## src/hdl/qa_cci_pkg.sv

```systemverilog
// ============================================================
// CCI request shim package with request and response structs
// and the sizing constants of the buffer and host memory
// ============================================================
`default_nettype none

package qa_cci_pkg;

    // ============================================================
    // Sizing constants
    // ============================================================

    // Data word and word address widths of the scratchpad
    localparam int DATA_W = 32;
    localparam int ADDR_W = 8;
    // Tag carried from request to response
    localparam int TAG_W = 4;
    // Scratchpad depth, one word per address
    localparam int MEM_WORDS = 256;
    // Lockstep buffer depth and the free-slot level that raises almost-full
    localparam int BUF_ENTRIES = 8;
    localparam int BUF_THRESHOLD = 4;

    // ============================================================
    // Tx side, as issued by the AFU
    // ============================================================

    // Header shared by both Tx channels
    typedef struct packed {
        logic [ADDR_W-1:0] addr;
        logic [TAG_W-1:0]  tag;
    } cci_hdr_t;

    // Channel 0 only carries reads
    typedef struct packed {
        cci_hdr_t hdr;
        logic     rd_valid;
    } c0_tx_t;

    // Channel 1 carries a write or an interrupt
    typedef struct packed {
        cci_hdr_t          hdr;
        logic [DATA_W-1:0] data;
        logic              wr_valid;
        logic              ir_valid;
    } c1_tx_t;

    // Both channels of one cycle, stored together in the buffer
    typedef struct packed {
        c0_tx_t c0;
        c1_tx_t c1;
    } tx_entry_t;

    // ============================================================
    // Serialized host request stream and Rx responses
    // ============================================================

    typedef enum logic [1:0] {
        REQ_RD,
        REQ_WR,
        REQ_IR
    } host_req_e;

    typedef struct packed {
        logic              valid;
        host_req_e         kind;
        cci_hdr_t          hdr;
        logic [DATA_W-1:0] data;
    } host_req_t;

    typedef struct packed {
        logic              rd_valid;
        logic [TAG_W-1:0]  tag;
        logic [DATA_W-1:0] data;
    } c0_rx_t;

    typedef struct packed {
        logic             wr_valid;
        logic             ir_valid;
        logic [TAG_W-1:0] tag;
    } c1_rx_t;

endpackage

`default_nettype wire

```

## src/hdl/qa_tx_serializer.sv

```systemverilog
// ============================================================
// Tx serializer turning each lockstep entry into single host
// requests, channel 1 ahead of channel 0
// ============================================================
`default_nettype none

module qa_tx_serializer (
    input  wire logic             clk,
    input  wire logic             rst_n,

    // Head of the lockstep buffer
    input  qa_cci_pkg::tx_entry_t head,
    input  wire logic             head_valid,
    output logic                  deq,

    // Host request stream
    input  wire logic             host_alm_full,
    output qa_cci_pkg::host_req_t host_req
);

    import qa_cci_pkg::*;

    // Set once the C1 half of a two-channel head has gone out
    logic phase;

    logic c1_pend;
    logic c0_pend;
    logic issue;
    logic issue_c1;

    // Request valid is control state, the rest is payload
    logic                  req_valid_q;
    host_req_e             req_kind_q;
    cci_hdr_t              req_hdr_q;
    logic [DATA_W-1:0]     req_data_q;

    // ============================================================
    // Issue decision
    // ============================================================

    // C1 is still owed unless the phase flag says it already went out
    assign c1_pend = (head.c1.wr_valid || head.c1.ir_valid) && !phase;
    assign c0_pend = head.c0.rd_valid;

    // Nothing moves while the host side signals almost-full
    assign issue = head_valid && !host_alm_full;

    // C1 always goes first when it is pending
    assign issue_c1 = issue && c1_pend;

    // The entry leaves once its last pending half issues
    assign deq = issue && !(c1_pend && c0_pend);

    always_ff @(posedge clk or negedge rst_n) begin
        if (!rst_n) begin
            phase       <= 1'b0;
            req_valid_q <= 1'b0;
        end else begin
            req_valid_q <= issue;
            // A stall cycle leaves the phase where it was
            if (issue) begin
                phase <= c1_pend && c0_pend;
            end
        end
    end

    // ============================================================
    // Registered request payload
    // ============================================================

    always_ff @(posedge clk) begin
        if (issue_c1) begin
            req_kind_q <= head.c1.wr_valid ? REQ_WR : REQ_IR;
            req_hdr_q  <= head.c1.hdr;
            req_data_q <= head.c1.data;
        end else if (issue) begin
            // Reads carry no data toward the host
            req_kind_q <= REQ_RD;
            req_hdr_q  <= head.c0.hdr;
            req_data_q <= '0;
        end
    end

    assign host_req = '{
        valid: req_valid_q,
        kind:  req_kind_q,
        hdr:   req_hdr_q,
        data:  req_data_q
    };

endmodule

`default_nettype wire

```

## config.mk

```make
export PLATFORM = sky130hd
export DESIGN_NAME = qa_tx_serializer
export DESIGN_NICKNAME = d
export VERILOG_FILES = /design/src/hdl/qa_cci_pkg.sv /design/src/hdl/qa_tx_serializer.sv
export SDC_FILE = /design/constraint.sdc
export NUM_CORES = 1
export LEC_CHECK = 0
export BUFFER_PORTS_ARGS = -buffer_cell sky130_fd_sc_hd__buf_2
export CORE_UTILIZATION = 39
export CTS_CLUSTER_SIZE = 28
export DETAILED_ROUTE_END_ITERATION = 6
export GPL_ROUTABILITY_DRIVEN = 1
export GPL_TIMING_DRIVEN = 0
export HOLD_SLACK_MARGIN = 0.05
export PLACE_DENSITY = 0.76
export RECOVER_POWER = 50
export SLEW_MARGIN = 20
export SYNTH_ARGS = -nofsm -noshare
export SYNTH_HDL_FRONTEND = slang
export SYNTH_SLANG_ARGS = --single-unit
```

## constraint.sdc

```tcl
create_clock -name clk -period 1.49 [get_ports clk]
set_clock_uncertainty 0.15 [all_clocks]
set_input_delay 0.298 -clock clk [delete_from_list [all_inputs] [get_ports clk]]
set_output_delay 0.298 -clock clk [all_outputs]
set_load 0.01 [all_outputs]
```

==> impl_summary.md, run 1 <==
Outcome
The run finished, with violations left. The checks that failed: setup timing.

Drt
After detailed routing, the average wire length per cell comes to 14.41 um. The total via count in the routed design is 1375. In this run the remaining antenna-violating nets after routing total 0. After detailed routing, the number of vias per cell comes to approximately 4.8. Summed over all layers, the routed wires come to 4.136 mm. The detailed-router iteration count before antenna repair is 4. For this run, design rule violations remaining after detail routing come to 0.

The detailed router finished its first iteration with 64 violations.

Timing
At the pin with the least slew margin, the transition time is 0.4638 ns. In the post-route analysis, the smallest setup slack over all paths is -0.1283 ns. Setup repair after global routing could not meet its margin everywhere. For this run, the top clock speed supported by timing is 0.6179 GHz.

The final-report hold violation count came to 0. Subtracting the final worst setup slack from the clock period gives 1.618 ns. The relative max-transition margin is 0.6908. The number of max-slew violations in the final report is 0. Dividing the final minimum period by the clock period gives 1.086.

The setup total negative slack is -2.310 ns. Setup violations remaining at the end of the flow were counted as 33.

Placed design
After detailed placement, the total cell area comes to 0.002512 mm2. Routability-driven placement finished with a final weighted congestion of 0.6860. Buffers placed on the I/O ports in this run total 110. The half-perimeter wire length of the detailed placement result is 2.800 mm. The number of placed instances with taps included is 273.

Min path
In this run the most critical hold path is launched from head[46]. The class of the tightest hold or removal check is in -> reg.

Clock tree
The later pin in the worst-skew pair is clocked with a latency of 0.29 ns. The CTS clock-pin slew for the worst setup and hold paths is 0.08 ns. The number of sinks driven by the clock tree is 48. The CTS tree is done. Clock tree synthesis selected as its root buffer the cell sky130_fd_sc_hd__clkbuf_8.

The maximum level of the CTS H-tree is 2. No sink is reached through more buffers than the 2 on the longest clock path. The total clock buffers created by CTS is 5.

Critical path
The source of the worst register-to-register timing path is phase$_DFFE_PN0P_. The slowest library cell on the worst path is sky130_fd_sc_hd__dfrtp_1. The critical path is of the reg -> out type. STA classifies the critical path endpoint as an output port. The data arrival at the endpoint of the critical path is between 1 and 1.5 ns. On the worst path, the slowest cell contributes a delay of 0.39 ns. The required time at the endpoint of the critical path is roughly 1.0 ns. The critical path goes through o21ba_4, buf_6, a21oi_2, buf_2. The maximum fanout encountered on the critical timing path is 2. The launching element type of the critical path is a flip-flop.

The reg2reg setup slack is -0.12 ns. The start point of the critical path is phase$_DFFE_PN0P_.

Floorplan
The area enclosed by the die boundary is between 0.005 and 0.006 mm2. The number of primary I/O pins is 111. After floorplanning, the core was sized to cover 0.004504 mm2. The width of the chip is 71.63 um. Row generation in the floorplan step produced 24 rows.

The initial utilization of the core area, before any placement, comes to 0.4197. The die is 71.63 um tall.

Cells and area
At the end of the flow, the number of nets in the layout was 297. The filler cells instantiated in the layout total 395. For this run, the share of the core covered by cells in the final layout is 0.5822. Leaving out fill and tap cells, the most frequent cell in the layout is sky130_fd_sc_hd__buf_2. The finished cells cover roughly 0.0026 mm2. The number of antenna repair diodes is 0.

The final non-filler cell total is 287. The storage element area is 0.001431 mm2. The fraction of final layout cells sized beyond drive strength 1 is 0.4043. The area of the multi-input gates is 437.9 um2. The library cells used most frequently in the layout, excluding fill and tap cells, are 63 x sky130_fd_sc_hd__buf_2, 51 x sky130_fd_sc_hd__clkbuf_1, 46 x sky130_fd_sc_hd__edfxtp_1.

The relative area change from synthesis to final layout is 38.72%.

Global routing
The global-route congestion overflow total is 0. Entering global routing, the biggest net connects 57 pins. The number of antenna violations at the first check in global routing is 0.

The via count of the first global-routing pass is 1358. The total track usage is 0.1688. The first global-routing pass estimated about 6.4 mm of wire.

Logic synthesis
The number of warnings reported in the yosys synthesis log is 0. The mean instance size in the synthesized netlist is ~17 um2. Counting every instance in the synthesized netlist gives approximately 110. Synthesis instantiated 18 different standard cells from the library.

The sequential-to-total area share from yosys stat is 0.7571. The post-synth net total is 174. The post-synthesis instance area is ~0.0019 mm2. Counting flops and latches in the post-synthesis netlist gives 48.

Flow run
The count of max-cap constraint violations is 0.

Power
The worst-case IR drop observed on VDD is a little over 500 uV. The total power after layout is 2.661 mW. For this design the ratio of total power to cell area is 1015 mW/mm2. In this run the static leakage power is 1.161 nW.
## where the power goes
part / total [mW] / internal, mW / switching (mW) / leakage [nW]
logic: 0.352 / 0.174 / 0.178 / 0.653
registers: 1.56 / 1.54 / 0.0153 / 0.470
clock network: 0.749 / 0.324 / 0.425 / 0.0378
total: 2.66 / 2.04 / 0.618 / 1.16
## synth_stat cells
cell type                   n  share of area
sky130_fd_sc_hd__buf_2      2         0.0053
sky130_fd_sc_hd__inv_1      1         0.0020
sky130_fd_sc_hd__nor4_1     1         0.0033
sky130_fd_sc_hd__clkbuf_1   2         0.0040
sky130_fd_sc_hd__nand2b_4   1         0.0073
sky130_fd_sc_hd__nand3_1    1         0.0026
sky130_fd_sc_hd__nand2_1    2         0.0040
sky130_fd_sc_hd__and3_1    33           0.11
sky130_fd_sc_hd__clkbuf_2   2         0.0053
sky130_fd_sc_hd__buf_4      1         0.0040
sky130_fd_sc_hd__nor3_4     1         0.0086
sky130_fd_sc_hd__dfrtp_1    2          0.026
sky130_fd_sc_hd__buf_6      1         0.0060
sky130_fd_sc_hd__o21ba_2    1         0.0053
sky130_fd_sc_hd__nor2_1     1         0.0020
sky130_fd_sc_hd__edfxtp_1  46           0.73
sky130_fd_sc_hd__mux2_2    12          0.071
sky130_fd_sc_hd__a21oi_1    1         0.0026
## registers in the layout, summed over array words and instances (netlist names)
| signal | count |
|---|---|
| host_req | 12 |
| phase | 1 |
| req_data_q | 32 |
| req_kind_q | 2 |
| req_valid_q | 1 |
## per-layer routing
metal  routed length [um]  vias to the layer above  GRT usage
li1                     -                      666          -
met1                 1768                      628     0.1992
met2                 2026                       75     0.2956
met3                  283                        6    0.04360
met4                   58                        0    0.06536
met5                    0                        -          0
## per-stage QoR
step / hold slack [ns] / worst slack, ns
floorplan: -0.1476 / -0.03415
global placement: -0.06547 / -0.2192
detailed placement: -0.06152 / -0.2567
CTS: 0.1020 / -0.1498
global route: 0.1350 / -0.1930
finish: 0.1210 / -0.1283
## worst paths after layout
path                                                to  cells past startpoint
max in group asynchronous        req_valid_q$_DFF_PN0_                      2
worst max-delay path                               deq                      4
worst min-delay path                 phase$_DFFE_PN0P_                      3
min in group asynchronous            phase$_DFFE_PN0P_                      2
worst max register to register  host_req[32]$_DFFE_PP_                      4
worst min register to register       phase$_DFFE_PN0P_                      3
## area by class of cell
| cell class | count | share of cell area |
|---|---|---|
| Buffer | 8 | 0.02242 |
| Clock buffer | 5 | 0.02624 |
| Clock inverter | 3 | 0.007156 |
| Inverter | 1 | 0.001431 |
| Multi-Input combinational cell | 54 | 0.1670 |
| Sequential cell | 48 | 0.5458 |
| Tap cell | 52 | 0.02481 |
| Timing Repair Buffer | 116 | 0.2052 |
## critical path: cells and delay by family (launching register included)
kind | cells | cell delay (ns)
buffers and inverters | 2 | 0.22
AOI/OAI and AO/OA | 2 | 0.27
DFF | 1 | 0.39
## kinds of logic after synthesis
| logic type | share of synthesized area |
|---|---|
| buffers and inverters | 0.02647 |
| multiplexers | 0.07148 |
| AO/OA/AOI/OAI | 0.007939 |
| AND/OR/NAND/NOR | 0.1370 |
| flip-flops | 0.7571 |
## timing repair
item / 4_1_cts / 5_1_grt
hold buffers: 1 / 0
setup buffers: 4 / 0
resized for setup: 11 / 3
gates cloned: 1 / 0
setup endpoints to repair: 11 / 34
endpoints found under the hold margin: 2 / 0
pin swaps: 1 / 1
Power figures use the tool's default switching activity.
==> run 2: changes to the inputs <==
BUFFER_PORTS_ARGS = -buffer_cell sky130_fd_sc_hd__buf_4   (was -buffer_cell sky130_fd_sc_hd__buf_2)
==> run 2 against run 1 <==
Compared with the run above:
- the run still ends with setup timing left
- global-route usage up 1.0 points
- cell area grew 16%
- first-iteration DRC count rose by 55%
- largest cell class unchanged
==> impl_summary.md, run 2 (same netlist as run 1, synthesis figures left out) <==
Outcome
The flow ran to the end, but the final reports show violations. The checks that failed: setup timing.

Min path
The class of the tightest hold or removal check is in -> reg. The path with the worst hold slack has its endpoint at phase$_DFFE_PN0P_. The number of stages on the worst hold path was 3 (unchanged). In this run the most critical hold path is launched from head[46].

Clock tree
The maximum level of the CTS H-tree was 2 (unchanged). The total clock buffers created by CTS came to 5 (unchanged). The CTS clock-pin slew for the worst setup and hold paths is 0.08 ns (about the same).

The clock latency on the worst-skew pair is 0.29 ns (about the same). The CTS tree is done. The number of sinks driven by the clock tree is 48 (unchanged). The buffer levels on the longest clock path came to 2 (unchanged). In this run the clock root is driven by a sky130_fd_sc_hd__clkbuf_8.

Placed design
The routability congestion estimate from global placement is 0.7174 (+4.6%). The instance area at placement came to 0.002788 mm2 (+11%). The number of input and output port buffers inserted was 110 (unchanged). The half-perimeter wire length of the detailed placement result was 3.063 mm (+9.4%).

The pre-CTS worst setup slack is -0.2513 ns (+0.005386 ns). The number of placed instances with taps included is 273 (unchanged).

Global routing
The number of antenna violations at the first check in global routing came to 0 (unchanged). The via count of the first global-routing pass is 1385 (+2.0%). The pin count of the biggest net entering global routing is 57 (unchanged). The global-route congestion overflow total is 0 (unchanged). The total track usage was 0.1792 (+0.01040). The first-pass GRT wire length is 6.817 mm (+6.0%).

Cells and area
The number of nets in the finished design was 298 (+0.34%). The number of antenna repair diodes is 0 (unchanged). The fraction of final layout cells sized beyond drive strength 1 is 0.6128 (+0.2085). The area of the multi-input gates was 456.7 um2 (+4.3%). The relative area change from synthesis to final layout is 60.23%. The post-route cell area was 0.003029 mm2 (+16%). Leaving out fill and tap cells, the most frequent cells in the layout are 114 x sky130_fd_sc_hd__buf_4, 46 x sky130_fd_sc_hd__edfxtp_1, 33 x sky130_fd_sc_hd__and3_1. The storage element area is 0.001431 mm2 (unchanged). The number of flip-flops in the largest register is 32 (unchanged). The largest register by flop count is req_data_q. The fill cell instance count of the final layout is 318 (-19%). The most common cell after layout, fill and taps aside is sky130_fd_sc_hd__buf_4.

The final core utilization was 0.6725 (+0.09028). The final non-filler cell total is 287 (unchanged).

Floorplan
The number of primary I/O pins is 111 (unchanged). The area of the core region is 0.004504 mm2 (unchanged). The site row count came to 24 (unchanged).

The area enclosed by the die boundary came to 0.005130 mm2 (unchanged). The width of the chip was 71.63 um (unchanged). The die height came to 71.63 um (unchanged). The effective utilization at floorplan is 0.4197 (unchanged).

Drt
The number of DRC violations after detailed routing is 0 (unchanged). The starting DRC count in detailed routing came to 99 (+55%). The detailed-router iteration count before antenna repair is 4 (unchanged). The total via count in the routed design is 1400 (+1.8%).

The mean number of vias per cell is 4.878 (+1.8%). The aggregate routed wire length is 4.501 mm (+8.8%). The residual antenna-violating net count after detailed routing is 0 (unchanged). The post-detailed-route wirelength per cell is 15.68 um (+8.8%).

Critical path
The data arrival at the endpoint of the critical path is 1.20 ns (+0.03 ns). The reg2reg setup slack is -0.10 ns (+0.02 ns). The logic depth of the worst register-to-register path is 4 (unchanged). The required time at the endpoint of the critical path is 1.04 ns (about the same).

The capturing element type of the critical path is an output port. In this run the critical register-to-register path is captured at host_req[39]$_DFFE_PP_. The kind of critical path is reg -> out. STA classifies the critical path startpoint as a flip-flop.

The maximum fanout encountered on the critical timing path came to 2 (unchanged). In this run the critical register-to-register path is launched from phase$_DFFE_PN0P_.

Flow run
The count of max-cap constraint violations is 0 (unchanged).

Timing
The number of max-slew violations in the final report is 0 (unchanged). The final-report hold violation count is 0 (unchanged). The final critical-path share of the clock period is 1.109 (+0.02305). The relative max-transition margin was 0.6876 (-0.003194). The transition time of the tightest slew-check pin was 0.4686 ns (+0.004790 ns). Setup repair after global routing could not meet its margin everywhere.

The highest attainable clock frequency is 0.6051 GHz (-2.1%). The setup slack of the critical path after layout is -0.1627 ns (-0.03434 ns). The time the worst path needs with I/O delays and setup came to 1.653 ns (+0.03434 ns). The total of endpoints with negative setup slack in the final report was 13 (-61%).

Power
The leakage component of the power is 1.442 nW (+24%). The total power after layout was 3.095 mW (+16%). The power density normalized to cell area is 1022 mW/mm2 (+0.68%). The worst vdd rail ir drop is 712.2 uV (+41%).
==> run 2: worst max path at each step <==
| stage | from | end |
|---|---|---|
| detailed placement | host_alm_full | req_data_q[22]$_SDFFCE_PN0P_ |
| global placement | host_alm_full | host_req[34]$_DFFE_PP_ |
| global route | phase$_DFFE_PN0P_ | deq |
| CTS | phase$_DFFE_PN0P_ | deq |
| finish | phase$_DFFE_PN0P_ | deq |
| floorplan | phase$_DFFE_PN0P_ | host_req[32]$_DFFE_PP_ |
==> run 2: through the flow <==
stage / TNS [ns] / hold slack [ns]
finish: -1.255 / 0.09451
global route: -2.248 / 0.09626
CTS: -1.400 / 0.08987
detailed placement: -16.86 / -0.06649
global placement: -14.85 / -0.06813
floorplan: -0.3415 / -0.1476
==> run 2: layout make-up <==
class / count / area share
Clock inverter: 2 / 0.01983
Buffer: 8 / 0.01941
Inverter: 1 / 0.001239
Multi-Input combinational cell: 54 / 0.1508
Clock buffer: 5 / 0.02272
Sequential cell: 48 / 0.4725
Tap cell: 52 / 0.02148
Timing Repair Buffer: 117 / 0.2920
==> run 2: timing repair <==
action	CTS	global route
setup buffers	4	1
cloned	1	0
hold buffers	1	0
hold endpoints to repair	2	0
gates resized for setup	8	12
setup endpoints to repair	11	21
pin swaps	2	0
==> run 2: power by group <==
group / switching [mW] / internal [mW] / leakage, nW
Combinational: 0.184 / 0.275 / 0.907
Sequential: 0.0163 / 1.54 / 0.470
Clock: 0.414 / 0.660 / 0.0642
==> run 2: layer usage <==
layer  share of wire  up-vias  GRT usage
met5               0        -          0
met3           0.082        7    0.05063
met2            0.50       76     0.3071
li1                -      669          -
met1            0.40      648     0.2164
met4           0.015        0    0.06536
==> run 2: critical path: stages, from the launching register on <==
cell and delay, ns:
sky130_fd_sc_hd__dfrtp_1 0.38, sky130_fd_sc_hd__o21ba_4 0.17, sky130_fd_sc_hd__buf_6 0.11, sky130_fd_sc_hd__a21oi_2 0.12, sky130_fd_sc_hd__buf_4 0.14
