`src/hdl/qa_cci_pkg.sv`:
```
// ============================================================
// CCI request shim package with request and response structs
// and the sizing constants of the buffer and host memory
// ============================================================
`default_nettype none

package qa_cci_pkg;

    // ============================================================
    // Sizing constants
    // ============================================================

    // Data word and word address widths of the scratchpad
    localparam int DATA_W = 32;
    localparam int ADDR_W = 8;
    // Tag carried from request to response
    localparam int TAG_W = 4;
    // Scratchpad depth, one word per address
    localparam int MEM_WORDS = 256;
    // Lockstep buffer depth and the free-slot level that raises almost-full
    localparam int BUF_ENTRIES = 8;
    localparam int BUF_THRESHOLD = 4;

    // ============================================================
    // Tx side, as issued by the AFU
    // ============================================================

    // Header shared by both Tx channels
    typedef struct packed {
        logic [ADDR_W-1:0] addr;
        logic [TAG_W-1:0]  tag;
    } cci_hdr_t;

    // Channel 0 only carries reads
    typedef struct packed {
        cci_hdr_t hdr;
        logic     rd_valid;
    } c0_tx_t;

    // Channel 1 carries a write or an interrupt
    typedef struct packed {
        cci_hdr_t          hdr;
        logic [DATA_W-1:0] data;
        logic              wr_valid;
        logic              ir_valid;
    } c1_tx_t;

    // Both channels of one cycle, stored together in the buffer
    typedef struct packed {
        c0_tx_t c0;
        c1_tx_t c1;
    } tx_entry_t;

    // ============================================================
    // Serialized host request stream and Rx responses
    // ============================================================

    typedef enum logic [1:0] {
        REQ_RD,
        REQ_WR,
        REQ_IR
    } host_req_e;

    typedef struct packed {
        logic              valid;
        host_req_e         kind;
        cci_hdr_t          hdr;
        logic [DATA_W-1:0] data;
    } host_req_t;

    typedef struct packed {
        logic              rd_valid;
        logic [TAG_W-1:0]  tag;
        logic [DATA_W-1:0] data;
    } c0_rx_t;

    typedef struct packed {
        logic             wr_valid;
        logic             ir_valid;
        logic [TAG_W-1:0] tag;
    } c1_rx_t;

endpackage

`default_nettype wire

```
`src/hdl/qa_fifo_lutram.sv`:
```
// ============================================================
// Distributed-RAM FIFO for any payload type, with an
// almost-full flag driven by the number of free slots
// ============================================================
`default_nettype none

module qa_fifo_lutram #(
    parameter type T_DATA = logic,
    parameter int N_ENTRIES = 8,
    parameter int THRESHOLD = 4
) (
    input  wire logic clk,
    input  wire logic rst_n,

    input  T_DATA     enq_data,
    input  wire logic enq_en,
    output logic      not_full,
    output logic      almost_full,

    output T_DATA     first,
    input  wire logic deq_en,
    output logic      not_empty
);

    localparam int PTR_W = (N_ENTRIES > 1) ? $clog2(N_ENTRIES) : 1;
    localparam int CNT_W = $clog2(N_ENTRIES + 1);

    // Storage is meant to map onto LUT RAM, so it has no reset
    T_DATA ram [N_ENTRIES];

    logic [PTR_W-1:0] wr_ptr;
    logic [PTR_W-1:0] rd_ptr;
    logic [CNT_W-1:0] count;

    logic do_enq;
    logic do_deq;

    // A push into a full FIFO and a pop from an empty one are ignored
    assign do_enq = enq_en && not_full;
    assign do_deq = deq_en && not_empty;

    assign not_full  = (count != CNT_W'(N_ENTRIES));
    assign not_empty = (count != '0);

    // Raised while the free slots are at or below the threshold
    assign almost_full = ((CNT_W'(N_ENTRIES) - count) <= CNT_W'(THRESHOLD));

    // Head is read asynchronously so it is visible the cycle after the write
    assign first = ram[rd_ptr];

    always_ff @(posedge clk) begin
        if (do_enq) begin
            ram[wr_ptr] <= enq_data;
        end
    end

    // ============================================================
    // Pointers and occupancy
    // ============================================================

    always_ff @(posedge clk or negedge rst_n) begin
        if (!rst_n) begin
            wr_ptr <= '0;
            rd_ptr <= '0;
            count  <= '0;
        end else begin
            // Explicit wrap keeps the depth free of a power-of-two limit
            if (do_enq) begin
                wr_ptr <= (wr_ptr == PTR_W'(N_ENTRIES - 1)) ? '0 : wr_ptr + 1'b1;
            end
            if (do_deq) begin
                rd_ptr <= (rd_ptr == PTR_W'(N_ENTRIES - 1)) ? '0 : rd_ptr + 1'b1;
            end

            // Simultaneous push and pop leave the occupancy unchanged
            case ({do_enq, do_deq})
                2'b10:   count <= count + 1'b1;
                2'b01:   count <= count - 1'b1;
                default: count <= count;
            endcase
        end
    end

endmodule

`default_nettype wire

```
`src/hdl/qa_shim_buffer_lockstep.sv`:
```
// ============================================================
// Lockstep Tx buffer holding both AFU channels in one entry,
// drained by an explicit dequeue from the consumer
// ============================================================
`default_nettype none

module qa_shim_buffer_lockstep (
    input  wire logic             clk,
    input  wire logic             rst_n,

    // Raw requests from the AFU
    input  qa_cci_pkg::c0_tx_t    afu_c0_tx,
    input  qa_cci_pkg::c1_tx_t    afu_c1_tx,
    output logic                  tx_alm_full,

    // Buffered head toward the serializer
    output qa_cci_pkg::tx_entry_t head,
    output logic                  head_valid,
    input  wire logic             deq,

    // Host memory has finished its clear sweep
    input  wire logic             sweep_done
);

    import qa_cci_pkg::*;

    tx_entry_t enq_entry;
    tx_entry_t fifo_first;
    logic      c0_any;
    logic      c1_any;
    logic      enq_en;
    logic      fifo_not_full;
    logic      fifo_alm_full;
    logic      fifo_not_empty;

    // ============================================================
    // Enqueue side
    // ============================================================

    // A cycle carries a request when any of its valid bits is set
    assign c0_any = afu_c0_tx.rd_valid;
    assign c1_any = afu_c1_tx.wr_valid || afu_c1_tx.ir_valid;

    // Requests presented against a full FIFO are dropped here
    assign enq_en = (c0_any || c1_any) && fifo_not_full;

    // Both channels share one entry so reads and writes keep their order
    assign enq_entry = '{c0: afu_c0_tx, c1: afu_c1_tx};

    qa_fifo_lutram #(
        .T_DATA   (tx_entry_t),
        .N_ENTRIES(BUF_ENTRIES),
        .THRESHOLD(BUF_THRESHOLD)
    ) u_fifo (
        .clk        (clk),
        .rst_n      (rst_n),
        .enq_data   (enq_entry),
        .enq_en     (enq_en),
        .not_full   (fifo_not_full),
        .almost_full(fifo_alm_full),
        .first      (fifo_first),
        .deq_en     (deq),
        .not_empty  (fifo_not_empty)
    );

    // The AFU is also held off while host memory is still being cleared
    assign tx_alm_full = fifo_alm_full || !sweep_done;

    // ============================================================
    // Dequeue side
    // ============================================================

    assign head_valid = fifo_not_empty;

    // Valid bits of the head are only meaningful while the FIFO holds data
    always_comb begin
        head             = fifo_first;
        head.c0.rd_valid = fifo_first.c0.rd_valid && fifo_not_empty;
        head.c1.wr_valid = fifo_first.c1.wr_valid && fifo_not_empty;
        head.c1.ir_valid = fifo_first.c1.ir_valid && fifo_not_empty;
    end

endmodule

`default_nettype wire

```
`config.mk`:
```
export PLATFORM = sky130hd
export DESIGN_NAME = qa_shim_buffer_lockstep
export DESIGN_NICKNAME = d
export VERILOG_FILES = /design/src/hdl/qa_cci_pkg.sv /design/src/hdl/qa_fifo_lutram.sv /design/src/hdl/qa_shim_buffer_lockstep.sv
export SDC_FILE = /design/constraint.sdc
export NUM_CORES = 1
export LEC_CHECK = 0
export BUFFER_PORTS_ARGS = -buffer_cell sky130_fd_sc_hd__buf_4
export CELL_PAD_IN_SITES_DETAIL_PLACEMENT = 1
export CELL_PAD_IN_SITES_GLOBAL_PLACEMENT = 2
export CORE_ASPECT_RATIO = 0.8
export CORE_MARGIN = 3
export CORE_UTILIZATION = 29
export CTS_BUF_LIST = sky130_fd_sc_hd__clkbuf_16
export CTS_CLUSTER_SIZE = 25
export DETAILED_ROUTE_END_ITERATION = 8
export HOLD_SLACK_MARGIN = 0.06
export MAX_ROUTING_LAYER = met4
export PLACE_DENSITY = 0.59
export SLEW_MARGIN = 40
export SYNTH_ARGS = -nofsm -noshare
export SYNTH_HDL_FRONTEND = slang
export SYNTH_SLANG_ARGS = --single-unit
```
`constraint.sdc`:
```
create_clock -name clk -period 19 [get_ports clk]
set_clock_uncertainty 0.1 [all_clocks]
set_input_delay 1.9 -clock clk [delete_from_list [all_inputs] [get_ports clk]]
set_output_delay 1.9 -clock clk [all_outputs]
set_load 0.02 [all_outputs]
```
==> key figures, run 1 <==
Die
  – Die height: 231 µm
  – IO Pins: 124
  – Die footprint: 66600 µm²
  – Starting density of the core: 29.7%
  – Rows: 81
  – Die Width: 288 µm
  – CORE AREA: 62000 µm²

Detailed routing
  – Avg Vias per Cell: 4.61
  – Drt total wl: 42.3 mm
  – Drt pass-1 iters: 4
  – Total number of vias: 8230
  – DRT iter0 DRCs: 580
  – Remaining routing DRC violations: 0
  – ANT nets after route: 0
  – Wirelength per Cell: 23.7 µm

Global route
  – First-pass GRT wire length: 62.7 mm
  – Initial antenna violation count: 1
  – Overall global routing resource usage: 13.3%
  – Pin count of the biggest net entering global routing: 64
  – GRT Residual Overflow: 0
  – Vias in the first global route: 9087

Setup path
  – Cell mode on critical path: buf_4
  – R2R depth: 8
  – Top delay family on crit path: buffers and inverters
  – Crit path max fanout: 33
  – R2R setup slack: 16.23 ns
  – CP endpoint kind: output port
  – Worst Path Arrival: 3.41 ns
  – CP required: 17.00 ns
  – R2R Path End: u_fifo.count[2]
  – Crit path depth: 5
  – Nature of the critical path startpoint: flop
  – CP bufs+invs: 3
  – Reg-to-Reg Start: u_fifo.count[2]
  – Crit path kind: flop to output port
  – Crit-path cells: buf_12 > buf_4 > mux4_2 > mux2_2 > buf_4
  – Slowest stage delay, CP: 0.76 ns
  – Slowest cell on the critical path: dfrtp_4

Min path
  – Hold Startpoint: u_fifo.count[3]
  – Hold Path End: u_fifo.count[3]
  – Tightest Hold Check Type: flop to flop
  – Hold depth: 2

Place
  – RD Place Congestion: 0.679
  – PortBufs: 123
  – Hpwl dp: 22.9 mm

STA
  – Endpoints failing setup: 0
  – Worst-Margin Slew: 0.806 ns
  – Slew Limit Fails: 0
  – RSZ-0062 raised after global routing: false
  – Relative slew slack: 46.3%
  – Hold Fails Final Rpt: 0
  – Final period util: 28.5%
  – Max Clk Rate: 185 MHz
  – Fin Setup TNS: 0 ns
  – Final min period: 5.41 ns

Clock tree
  – CTS root buf: clkbuf_16
  – Longest Clk Path Bufs: 3
  – Clock sinks: 482
  – Hold_buf cts: 0
  – Setup Fix Bufs, Post-CTS: 0
  – Post-CTS sizing: 0
  – Reg clk slew, reported paths: 0.06 ns
  – Cts bufs inserted: 51
  – Htree depth: 2
  – CTS tree: done
  – Clock Latency Late Sink: 0.57 ns

Yosys
  – Seq cells post-synth: 482
  – Register area share after synthesis: 78.3%
  – Post-Syn Area: 18400 µm²
  – Syn Nets: 822
  – Area leader, netlist: edfxtp_1
  – Synth warn: 0
  – Syn Area/Cell: 24.5 µm²
  – Share of the synthesized area in the top cell type: 76.9%
  – Number of library cell types mapped by synthesis: 37
  – Top post-synthesis cells by area: edfxtp_1 77%, mux4_2 14%, mux2_2 3.5%, dfrtp_1 1.4%, buf_6 0.61%
  – Post-Syn Instances: 752

Finish
  – Final #Nets: 987
  – Area grow syn2layout: 19.9%
  – Filler cells: 5986
  – Register Area: 14400 µm²
  – Share of layout cells above drive strength 1: 43.1%
  – Layout Utilization: 35.6%
  – Multi-input gate area: 3820 µm²

Power
  – Total internal power: 2.59 mW
  – Peak VDD IR: 0.0831 mV
  – Flop pwr share: 40.9%
  – Pleak: 7.17 nW
  – Pwr/cell area: 172 nW/µm²
  – Combinational cell fraction of total power: 34.2%
  – P_sw: 1.20 mW
  – Sw Share: 31.7%
  – Clk network pwr share: 24.9%

Job
  – Max-cap viol count: 0

Run status
  – Status: completed
-- cells in the mapped netlist --
master and n:
inv_1 3, or4b_4 1, and2_1 1, mux2i_1 1
nand2b_1 3, nand3b_1 1, nor2_1 7, mux2_4 3
buf_1 5, nor4_1 2, nor2b_1 2, a21bo_2 1
xor2_1 1, xnor2_1 2, nand2_1 2, o41ai_2 1
ha_1 7, mux4_2 118, o211ai_1 2, edfxtp_1 472
a21oi_1 2, buf_2 6, or4b_1 1, buf_4 1
o41ai_1 1, dfrtp_1 10, nor3_1 5, a211oi_1 1
a22o_1 3, a21o_1 1, o31ai_4 1, o21ai_0 1
clkbuf_1 14, mux2_2 58, o2bb2ai_1 1, o311ai_1 1
buf_6 10
-- area by class of cell --
class                      instances  share of cell area [%]
clock buffer                      52                    5.89
antenna                            1                  0.0113
inverter                           3                  0.0510
sequential                       482                    65.4
multi-input combinational        231                    17.3
tap                              830                    4.70
clock inverter                    39                    1.30
timing repair buffer             148                    5.34
-- sequential cells by signal (all words and copies together), names as in the netlist --
| register | flops |
|---|---|
| u_fifo.rd_ptr | 3 |
| u_fifo.count | 4 |
| u_fifo.ram | 472 |
| u_fifo.wr_ptr | 3 |
-- worst register-to-register path, cell delays in order, from the launching register on --
cell and delay (ns):
dfrtp_1 0.48, or4b_4 0.63, o31ai_4 0.21, ha_1 0.44
xor2_1 0.11, ha_1 0.19, a21oi_1 0.16, mux2i_1 0.24
xnor2_1 0.14
-- metal layers --
layer	vias up	share of wire [%]	track usage [%]
met1	4449	46	18.2
met2	163	48	20.5
met5	-	0	-
met3	69	4.1	2.39
met4	0	2.0	3.39
li1	3549	-	-
-- cell usage in the layout (no fill, tap or decap), types with 4 or more instances in the layout --
| cell type | instances |
|---|---|
| edfxtp_1 | 472 |
| buf_6 | 5 |
| clkbuf_16 | 52 |
| inv_1 | 17 |
| buf_12 | 4 |
| bufinv_16 | 4 |
| nor3_2 | 4 |
| mux4_2 | 118 |
| buf_4 | 139 |
| clkinv_1 | 7 |
| dfrtp_1 | 7 |
| nor2_1 | 4 |
| clkinv_2 | 11 |
| ha_1 | 7 |
| mux2_2 | 58 |
-- kinds of logic (layout without fill, tap and decap cells) --
| kind of cell | after synthesis | count (layout) | share of synthesized area [%] |
|---|---|---|---|
| other | 0 | 1 | 0 |
| xor gates and xnor gates | 3 | 3 | 0.143 |
| AOI/OAI and AO/OA | 16 | 16 | 0.788 |
| adders and majority gates | 7 | 7 | 0.475 |
| muxes | 180 | 180 | 18.3 |
| buffers and inverters | 39 | 242 | 1.26 |
| and+or+nand+nor | 25 | 25 | 0.761 |
| DFF | 482 | 482 | 78.3 |
-- metrics by stage --
| step | power, mW | hold slack [ns] | setup slack (ns) | instances | cell area (µm²) |
|---|---|---|---|---|---|
| floorplan | 2.41 | 0.445 | 10.65 | 752 | 18400 |
| global placement | 2.89 | 0.509 | 13.79 | 1690 | 20400 |
| detailed placement | 2.91 | 0.513 | 14.07 | 1692 | 20400 |
| CTS | 3.88 | 0.520 | 13.42 | 1783 | 22000 |
| global route | 4.00 | 0.587 | 13.28 | 1786 | 22100 |
| finish | 3.79 | 0.547 | 13.59 | 1786 | 22100 |
-- worst max path at each step --
| stage | start | end |
|---|---|---|
| after floorplan | afu_c1_tx[0] | u_fifo.ram[0][0] |
| after global placement | u_fifo.rd_ptr[0] | head[1] |
| after detailed placement | u_fifo.rd_ptr[0] | head[4] |
| after CTS | u_fifo.rd_ptr[0] | head[4] |
| after global routing | u_fifo.rd_ptr[0] | head[4] |
| final | u_fifo.rd_ptr[0] | head[4] |
-- power groups by stage --
stage          logic [mW]  clock network [mW]  registers, mW
6_report             1.29               0.944           1.55
5_1_grt              1.40                1.02           1.58
4_1_cts              1.34               0.982           1.56
3_5_place_dp         1.34                   0           1.58
3_3_place_gp         1.29                   0           1.60
2_1_floorplan       0.870                   0           1.54
No activity file was read; power rests on OpenSTA's default activity.
==> run 2: changes to the inputs <==
==> constraint.sdc (replaced) <==
create_clock -name clk -period 5.6 [get_ports clk]
set_clock_uncertainty 0.1 [all_clocks]
set_input_delay 0.56 -clock clk [delete_from_list [all_inputs] [get_ports clk]]
set_output_delay 0.56 -clock clk [all_outputs]
set_load 0.02 [all_outputs]
==> run 2 against run 1 <==
Cell count grew 0.39%. Critical path depth decreased by 1. Power rose to 3.4 times the previous value. Die area unchanged. Setup slack worse by 11 ns. Core utilization increased by 0.097 points. Register-to-register slack got worse by 13 ns. Hold slack got worse by 0.44 ns. Sequential power rose to 3.4 times the previous value. Via count is 1.2% lower. First-iteration DRC count is 27% lower. Combinational power grew to 3.5 times the previous value.
==> key figures, run 2 (same netlist as run 1, synthesis figures left out) <==
Detailed routing
  – Wirelength per Cell: 23.1 µm (-2.5%)
  – Drt pass-1 iters: 4 (unchanged)
  – ANT nets after route: 0 (unchanged)
  – Avg Vias per Cell: 4.53 (-1.6%)
  – Drt total wl: 41.4 mm (-2.1%)
  – DRT iter0 DRCs: 421 (-27%)
  – Remaining routing DRC violations: 0 (unchanged)
  – Total number of vias: 8129 (-1.2%)

Die
  – Starting density of the core: 29.7% (unchanged)
  – Die height: 231 µm (unchanged)
  – CORE AREA: 62000 µm² (unchanged)
  – IO Pins: 124 (unchanged)
  – Die Width: 288 µm (unchanged)
  – Die footprint: 66600 µm² (unchanged)
  – Rows: 81 (unchanged)

Finish
  – Max FFs per register: 472 (unchanged)
  – Area grow syn2layout: 20.2%
  – Final #Nets: 990 (+0.30%)
  – Biggest regs: u_fifo.ram: 472 flops, u_fifo.count: 4 flops
  – Commonest non-fill, non-tap cell in the layout: edfxtp_1
  – Share of layout cells above drive strength 1: 43.0% (-0.12 points)
  – Final instance area: 22100 µm² (+0.27%)
  – Largest Register: u_fifo.ram
  – Commonest non-fill, non-tap cells in the layout: 472 x edfxtp_1, 141 x buf_4, 118 x mux4_2
  – Non-filler cells, final: 1793 (+0.39%)
  – Layout Utilization: 35.7% (+0.097 points)
  – Filler cells: 6040 (+0.90%)

Min path
  – Tightest Hold Check Type: input pin to flop

Clock tree
  – CTS tree: done
  – Post-CTS sizing: 0 (unchanged)
  – Clock sinks: 482 (unchanged)
  – CTS root buf: clkbuf_16
  – Longest Clk Path Bufs: 3 (unchanged)
  – Htree depth: 2 (unchanged)
  – Setup Fix Bufs, Post-CTS: 0 (unchanged)
  – Clock Latency Late Sink: 0.58 ns (about the same)
  – Reg clk slew, reported paths: 0.06 ns (about the same)
  – Cts bufs inserted: 50 (-2.0%)

Power
  – Clk network pwr share: 24.9% (about the same)
  – Flop pwr share: 40.4% (-0.5 points)
  – Total internal power: 8.78 mW (+240%)
  – P_sw: 4.07 mW (+240%)
  – Sw Share: 31.7% (about the same)
  – Total Power: 12.9 mW (+240%)
  – Combinational cell fraction of total power: 34.7% (+0.5 points)
  – Pleak: 7.18 nW (about the same)
  – Pwr/cell area: 581 nW/µm² (+240%)
  – Peak VDD IR: 0.392 mV (+370%)

STA
  – Endpoints failing setup: 0 (unchanged)
  – Final WS setup: 2.30 ns (-11.29 ns)
  – RSZ-0062 raised after global routing: false
  – Max Clk Rate: 303 MHz
  – Final min period: 3.30 ns
  – Relative slew slack: 47.0% (+0.67 points)
  – Slew Limit Fails: 0 (unchanged)
  – Hold Fails Final Rpt: 0 (unchanged)
  – Worst-Margin Slew: 0.796 ns (-0.0100 ns)
  – Final period util: 58.9%
  – Hold WS: 0.104 ns (-0.442 ns)
  – Fin Setup TNS: 0 ns (unchanged)

Setup path
  – Worst Path Arrival: 2.64 ns (-0.77 ns)
  – CP endpoint kind: output port
  – CP required: 4.94 ns (-12.06 ns)
  – Crit path max fanout: 72 (+120%)
  – Slowest cell on the critical path: mux4_2
  – Crit-path cells: buf_12 > mux4_2 > mux2_2 > buf_4
  – Nature of the critical path startpoint: flop
  – Crit path kind: flop to output port
  – Slowest stage delay, CP: 0.59 ns (-0.17 ns)

Place
  – RD Place Congestion: 0.655 (-3.5%)
  – Hpwl dp: 22.7 mm (-0.96%)
  – Placed inst area: 20500 µm² (+0.26%)
  – PortBufs: 123 (unchanged)
  – Pre-CTS WS: 2.69 ns (-11.38 ns)
  – # placed instances: 1694 (+0.12%)

Run status
  – Status: completed

Job
  – Max-cap viol count: 0 (unchanged)

Global route
  – GRT Residual Overflow: 0 (unchanged)
  – Initial antenna violation count: 3 (+2)
  – Overall global routing resource usage: 12.9% (-0.37 points)
  – Vias in the first global route: 9111 (+0.26%)
  – Pin count of the biggest net entering global routing: 73 (+14%)
  – First-pass GRT wire length: 61.5 mm (-1.9%)
run 2: layer usage:
| layer | vias up | GRT usage (%) | share of wire [%] |
|---|---|---|---|
| li1 | 3562 | - | - |
| met1 | 4361 | 17.5 | 46 |
| met2 | 144 | 20.1 | 48 |
| met3 | 62 | 2.56 | 4.1 |
| met4 | 0 | 3.02 | 1.7 |
| met5 | - | - | 0 |
run 2: what timing repair did:
action                     in CTS  in global routing
hold buffers                    2                  0
setup endpoints to repair       0                  0
hold endpoints to repair       18                  0
run 2: critical path, delay by kind of cell, from the launching register on:
| family | cells | cell delay [ns] |
|---|---|---|
| muxes | 2 | 0.90 |
| buffers and inverters | 2 | 0.66 |
| DFF | 1 | 0.44 |
run 2: layout make-up:
cell class | instances | area, µm² | area share (%)
flip-flops and latches | 482 | 14400 | 65.2
clock inverters | 41 | 305 | 1.38
repair buffers | 152 | 1240 | 5.60
multi-input cells | 231 | 3830 | 17.3
well taps | 830 | 1040 | 4.69
inverters | 3 | 11.3 | 0.0509
diodes | 3 | 7.51 | 0.0339
clock buffers | 51 | 1280 | 5.76
run 2: path summary, 6_finish.rpt:
path | startpoint | end | slack [ns] | depth (start not counted)
worst max-delay path | u_fifo.rd_ptr[0] | head[15] | 2.30 | 4
worst min-delay path | afu_c0_tx[1] | u_fifo.ram[4][47] | 0.10 | 1
worst max register to register | u_fifo.count[2] | u_fifo.count[2] | 2.81 | 8
worst min register to register | u_fifo.count[2] | u_fifo.count[2] | 0.53 | 1
max in group asynchronous | rst_n | u_fifo.rd_ptr[1] | 4.94 | 2
min in group asynchronous | rst_n | u_fifo.wr_ptr[1] | 0.26 | 2
run 2: power by group through the flow:
| stage | sequential [mW] | clock, mW | combinational [mW] |
|---|---|---|---|
| finish | 5.20 | 3.20 | 4.46 |
| global route | 5.27 | 3.47 | 4.82 |
| CTS | 5.21 | 3.32 | 4.63 |
| detailed placement | 5.29 | 0 | 4.61 |
| global placement | 5.30 | 0 | 4.51 |
| floorplan | 5.23 | 0 | 2.95 |
==> run 3: changes to the inputs <==
--- a/config.mk
+++ b/config.mk
@@ -16,7 +16,7 @@
 export DETAILED_ROUTE_END_ITERATION = 8
 export HOLD_SLACK_MARGIN = 0.06
 export MAX_ROUTING_LAYER = met4
-export PLACE_DENSITY = 0.59
+export PLACE_DENSITY = 0.61
 export SLEW_MARGIN = 40
 export SYNTH_ARGS = -nofsm -noshare
 export SYNTH_HDL_FRONTEND = slang
==> constraint.sdc (replaced) <==
create_clock -name clk -period 3 [get_ports clk]
set_clock_uncertainty 0.1 [all_clocks]
set_input_delay 0.3 -clock clk [delete_from_list [all_inputs] [get_ports clk]]
set_output_delay 0.3 -clock clk [all_outputs]
set_load 0.02 [all_outputs]
==> run 3 against run 2 <==
Power is 89% higher. Core utilization is 1.3 points higher. Count of clock-buffer cells in the layout stayed put. Register-to-register slack worse by 2.4 ns. Hold slack better by 0.30 ns. Setup slack worse by 2.2 ns. Largest cell class unchanged. Highest routed layer unchanged.
==> key figures, run 3 (same netlist as run 1, synthesis figures left out) <==
Run status
  – Status: completed

Clock tree
  – Htree depth: 2 (unchanged)
  – CTS root buf: clkbuf_16
  – Cts bufs inserted: 50 (unchanged)
  – Clock sinks: 482 (unchanged)
  – Reg clk slew, reported paths: 0.06 ns (about the same)
  – Clock Latency Late Sink: 0.57 ns (about the same)
  – Longest Clk Path Bufs: 3 (unchanged)
  – CTS tree: done

Min path
  – Hold Startpoint: afu_c1_tx[45]
  – Hold depth: 2 (+1)
  – Hold Path End: u_fifo.ram[0][45]
  – Tightest Hold Check Type: input pin to flop

Detailed routing
  – DRT iter0 DRCs: 609 (+45%)
  – Avg Vias per Cell: 4.59 (+1.1%)
  – Drt pass-1 iters: 4 (unchanged)
  – ANT nets after route: 0 (unchanged)
  – Total number of vias: 8533 (+5.0%)
  – Drt total wl: 41.2 mm (-0.35%)
  – Remaining routing DRC violations: 0 (unchanged)
  – Wirelength per Cell: 22.2 µm (-4.0%)

Setup path
  – CP bufs+invs: 2 (unchanged)
  – Slowest cell on the critical path: dfrtp_4
  – CP endpoint kind: output port
  – Slowest stage delay, CP: 0.57 ns (-0.02 ns)
  – Nature of the critical path startpoint: flop
  – Top delay family on crit path: multiplexers
  – Worst Path Arrival: 2.46 ns (-0.18 ns)
  – Cell mode on critical path: buf_4
  – R2R setup slack: 0.43 ns (-2.38 ns)
  – R2R Path End: u_fifo.count[2]
  – Crit path kind: flop to output port
  – Reg-to-Reg Start: u_fifo.count[2]
  – Crit-path cells: buf_4 > mux4_2 > mux2_2 > buf_4
  – CP required: 2.60 ns (-2.34 ns)
  – R2R depth: 8 (unchanged)
  – Crit path max fanout: 10 (-86%)

Job
  – Max-cap viol count: 0 (unchanged)

Finish
  – Share of layout cells above drive strength 1: 41.0% (-2.1 points)
  – Commonest non-fill, non-tap cells in the layout: 472 x edfxtp_1, 139 x buf_4, 118 x mux4_2
  – Largest Register: u_fifo.ram
  – Biggest regs: u_fifo.ram: 472 flops, u_fifo.count: 4 flops
  – Final #Nets: 1058 (+6.9%)
  – Max FFs per register: 472 (unchanged)
  – Non-filler cells, final: 1861 (+3.8%)
  – Area grow syn2layout: 24.6%
  – Commonest non-fill, non-tap cell in the layout: edfxtp_1

Global route
  – GRT Residual Overflow: 0 (unchanged)
  – Overall global routing resource usage: 12.8% (-0.10 points)
  – Pin count of the biggest net entering global routing: 50 (-32%)
  – Initial antenna violation count: 3 (unchanged)
  – First-pass GRT wire length: 61.3 mm (-0.30%)
  – Vias in the first global route: 9349 (+2.6%)

Place
  – # placed instances: 1703 (+0.53%)
  – PortBufs: 123 (unchanged)
  – Pre-CTS WS: 0.473 ns (-2.22 ns)
  – Hpwl dp: 22.7 mm (+0.26%)
  – RD Place Congestion: 0.676 (+3.2%)

Die
  – Die Width: 288 µm (unchanged)
  – Die footprint: 66600 µm² (unchanged)
  – Rows: 81 (unchanged)
  – CORE AREA: 62000 µm² (unchanged)
  – Starting density of the core: 29.7% (unchanged)
  – Die height: 231 µm (unchanged)
  – IO Pins: 124 (unchanged)

STA
  – Final WS setup: 0.145 ns (-2.16 ns)
  – Max Clk Rate: 350 MHz
  – RSZ-0062 raised after global routing: false
  – Hold Fails Final Rpt: 0 (unchanged)
  – Slew Limit Fails: 0 (unchanged)
  – Endpoints failing setup: 0 (unchanged)
  – Relative slew slack: 56.6% (+9.7 points)
  – Final period util: 95.2%
  – Final min period: 2.86 ns
  – Worst-Margin Slew: 0.651 ns (-0.145 ns)
  – Hold WS: 0.409 ns (+0.305 ns)

Power
  – Pleak: 7.49 nW (+4.4%)
  – Pwr/cell area: 1060 nW/µm² (+82%)
  – Peak VDD IR: 0.550 mV (+40%)
  – Total Power: 24.3 mW (+89%)
-- run 3: metrics by stage --
stage	utilization, %	TNS, ns	cell area, µm²
floorplan	-	-332.45	18500
global placement	33.4	0	20700
detailed placement	33.4	0	20700
CTS	36.9	0	22900
global route	37.0	0	22900
finish	37.0	0	22900
-- run 3: layer usage --
layer  global-route usage (%)  vias up  part of all wire, %
met5                        -        -                    0
met1                     17.8     4589                   47
met2                     19.5      174                   47
li1                         -     3715                    -
met4                     3.20        0                  1.7
met3                     2.38       55                  4.2
-- run 3: what timing repair did --
| action | 4_1_cts | 5_1_grt |
|---|---|---|
| gates resized for setup | 3 | 0 |
| hold buffers | 62 | 0 |
| buffers inserted | 0 | 0 |
| gates cloned | 0 | 1 |
| endpoints found under the setup margin | 10 | 16 |
| endpoints found under the hold margin | 483 | 0 |
-- run 3: area by class of cell --
| cell class | instances | area (µm²) |
|---|---|---|
| fill | 5954 | 39100 |
| sequential | 482 | 14400 |
| multi-input combinational | 231 | 3850 |
| timing repair buffer | 220 | 2060 |
| clock buffer | 51 | 1280 |
| tap | 830 | 1040 |
| clock inverter | 41 | 268 |
| inverter | 3 | 11.3 |
| antenna | 3 | 7.51 |
-- run 3: worst max path at each step --
stage | depth (start not counted) | end | startpoint | slack (ns)
2_1_floorplan | 3 | u_fifo.ram[7][0] | u_fifo.count[3] | -0.90
3_3_place_gp | 8 | u_fifo.count[2] | u_fifo.count[2] | 0.49
3_5_place_dp | 6 | u_fifo.count[3] | u_fifo.count[2] | 0.47
4_1_cts | 4 | head[58] | u_fifo.rd_ptr[0] | 0.004
5_1_grt | 4 | head[34] | u_fifo.rd_ptr[0] | 0.008
6_report | 4 | head[30] | u_fifo.rd_ptr[0] | 0.14
-- run 3: power breakdown --
group          total (mW)  internal [mW]  switching, mW
logic                8.65           4.09           4.56
registers            9.78           9.19          0.586
clock network        5.87           3.33           2.53
total                24.3           16.6           7.68
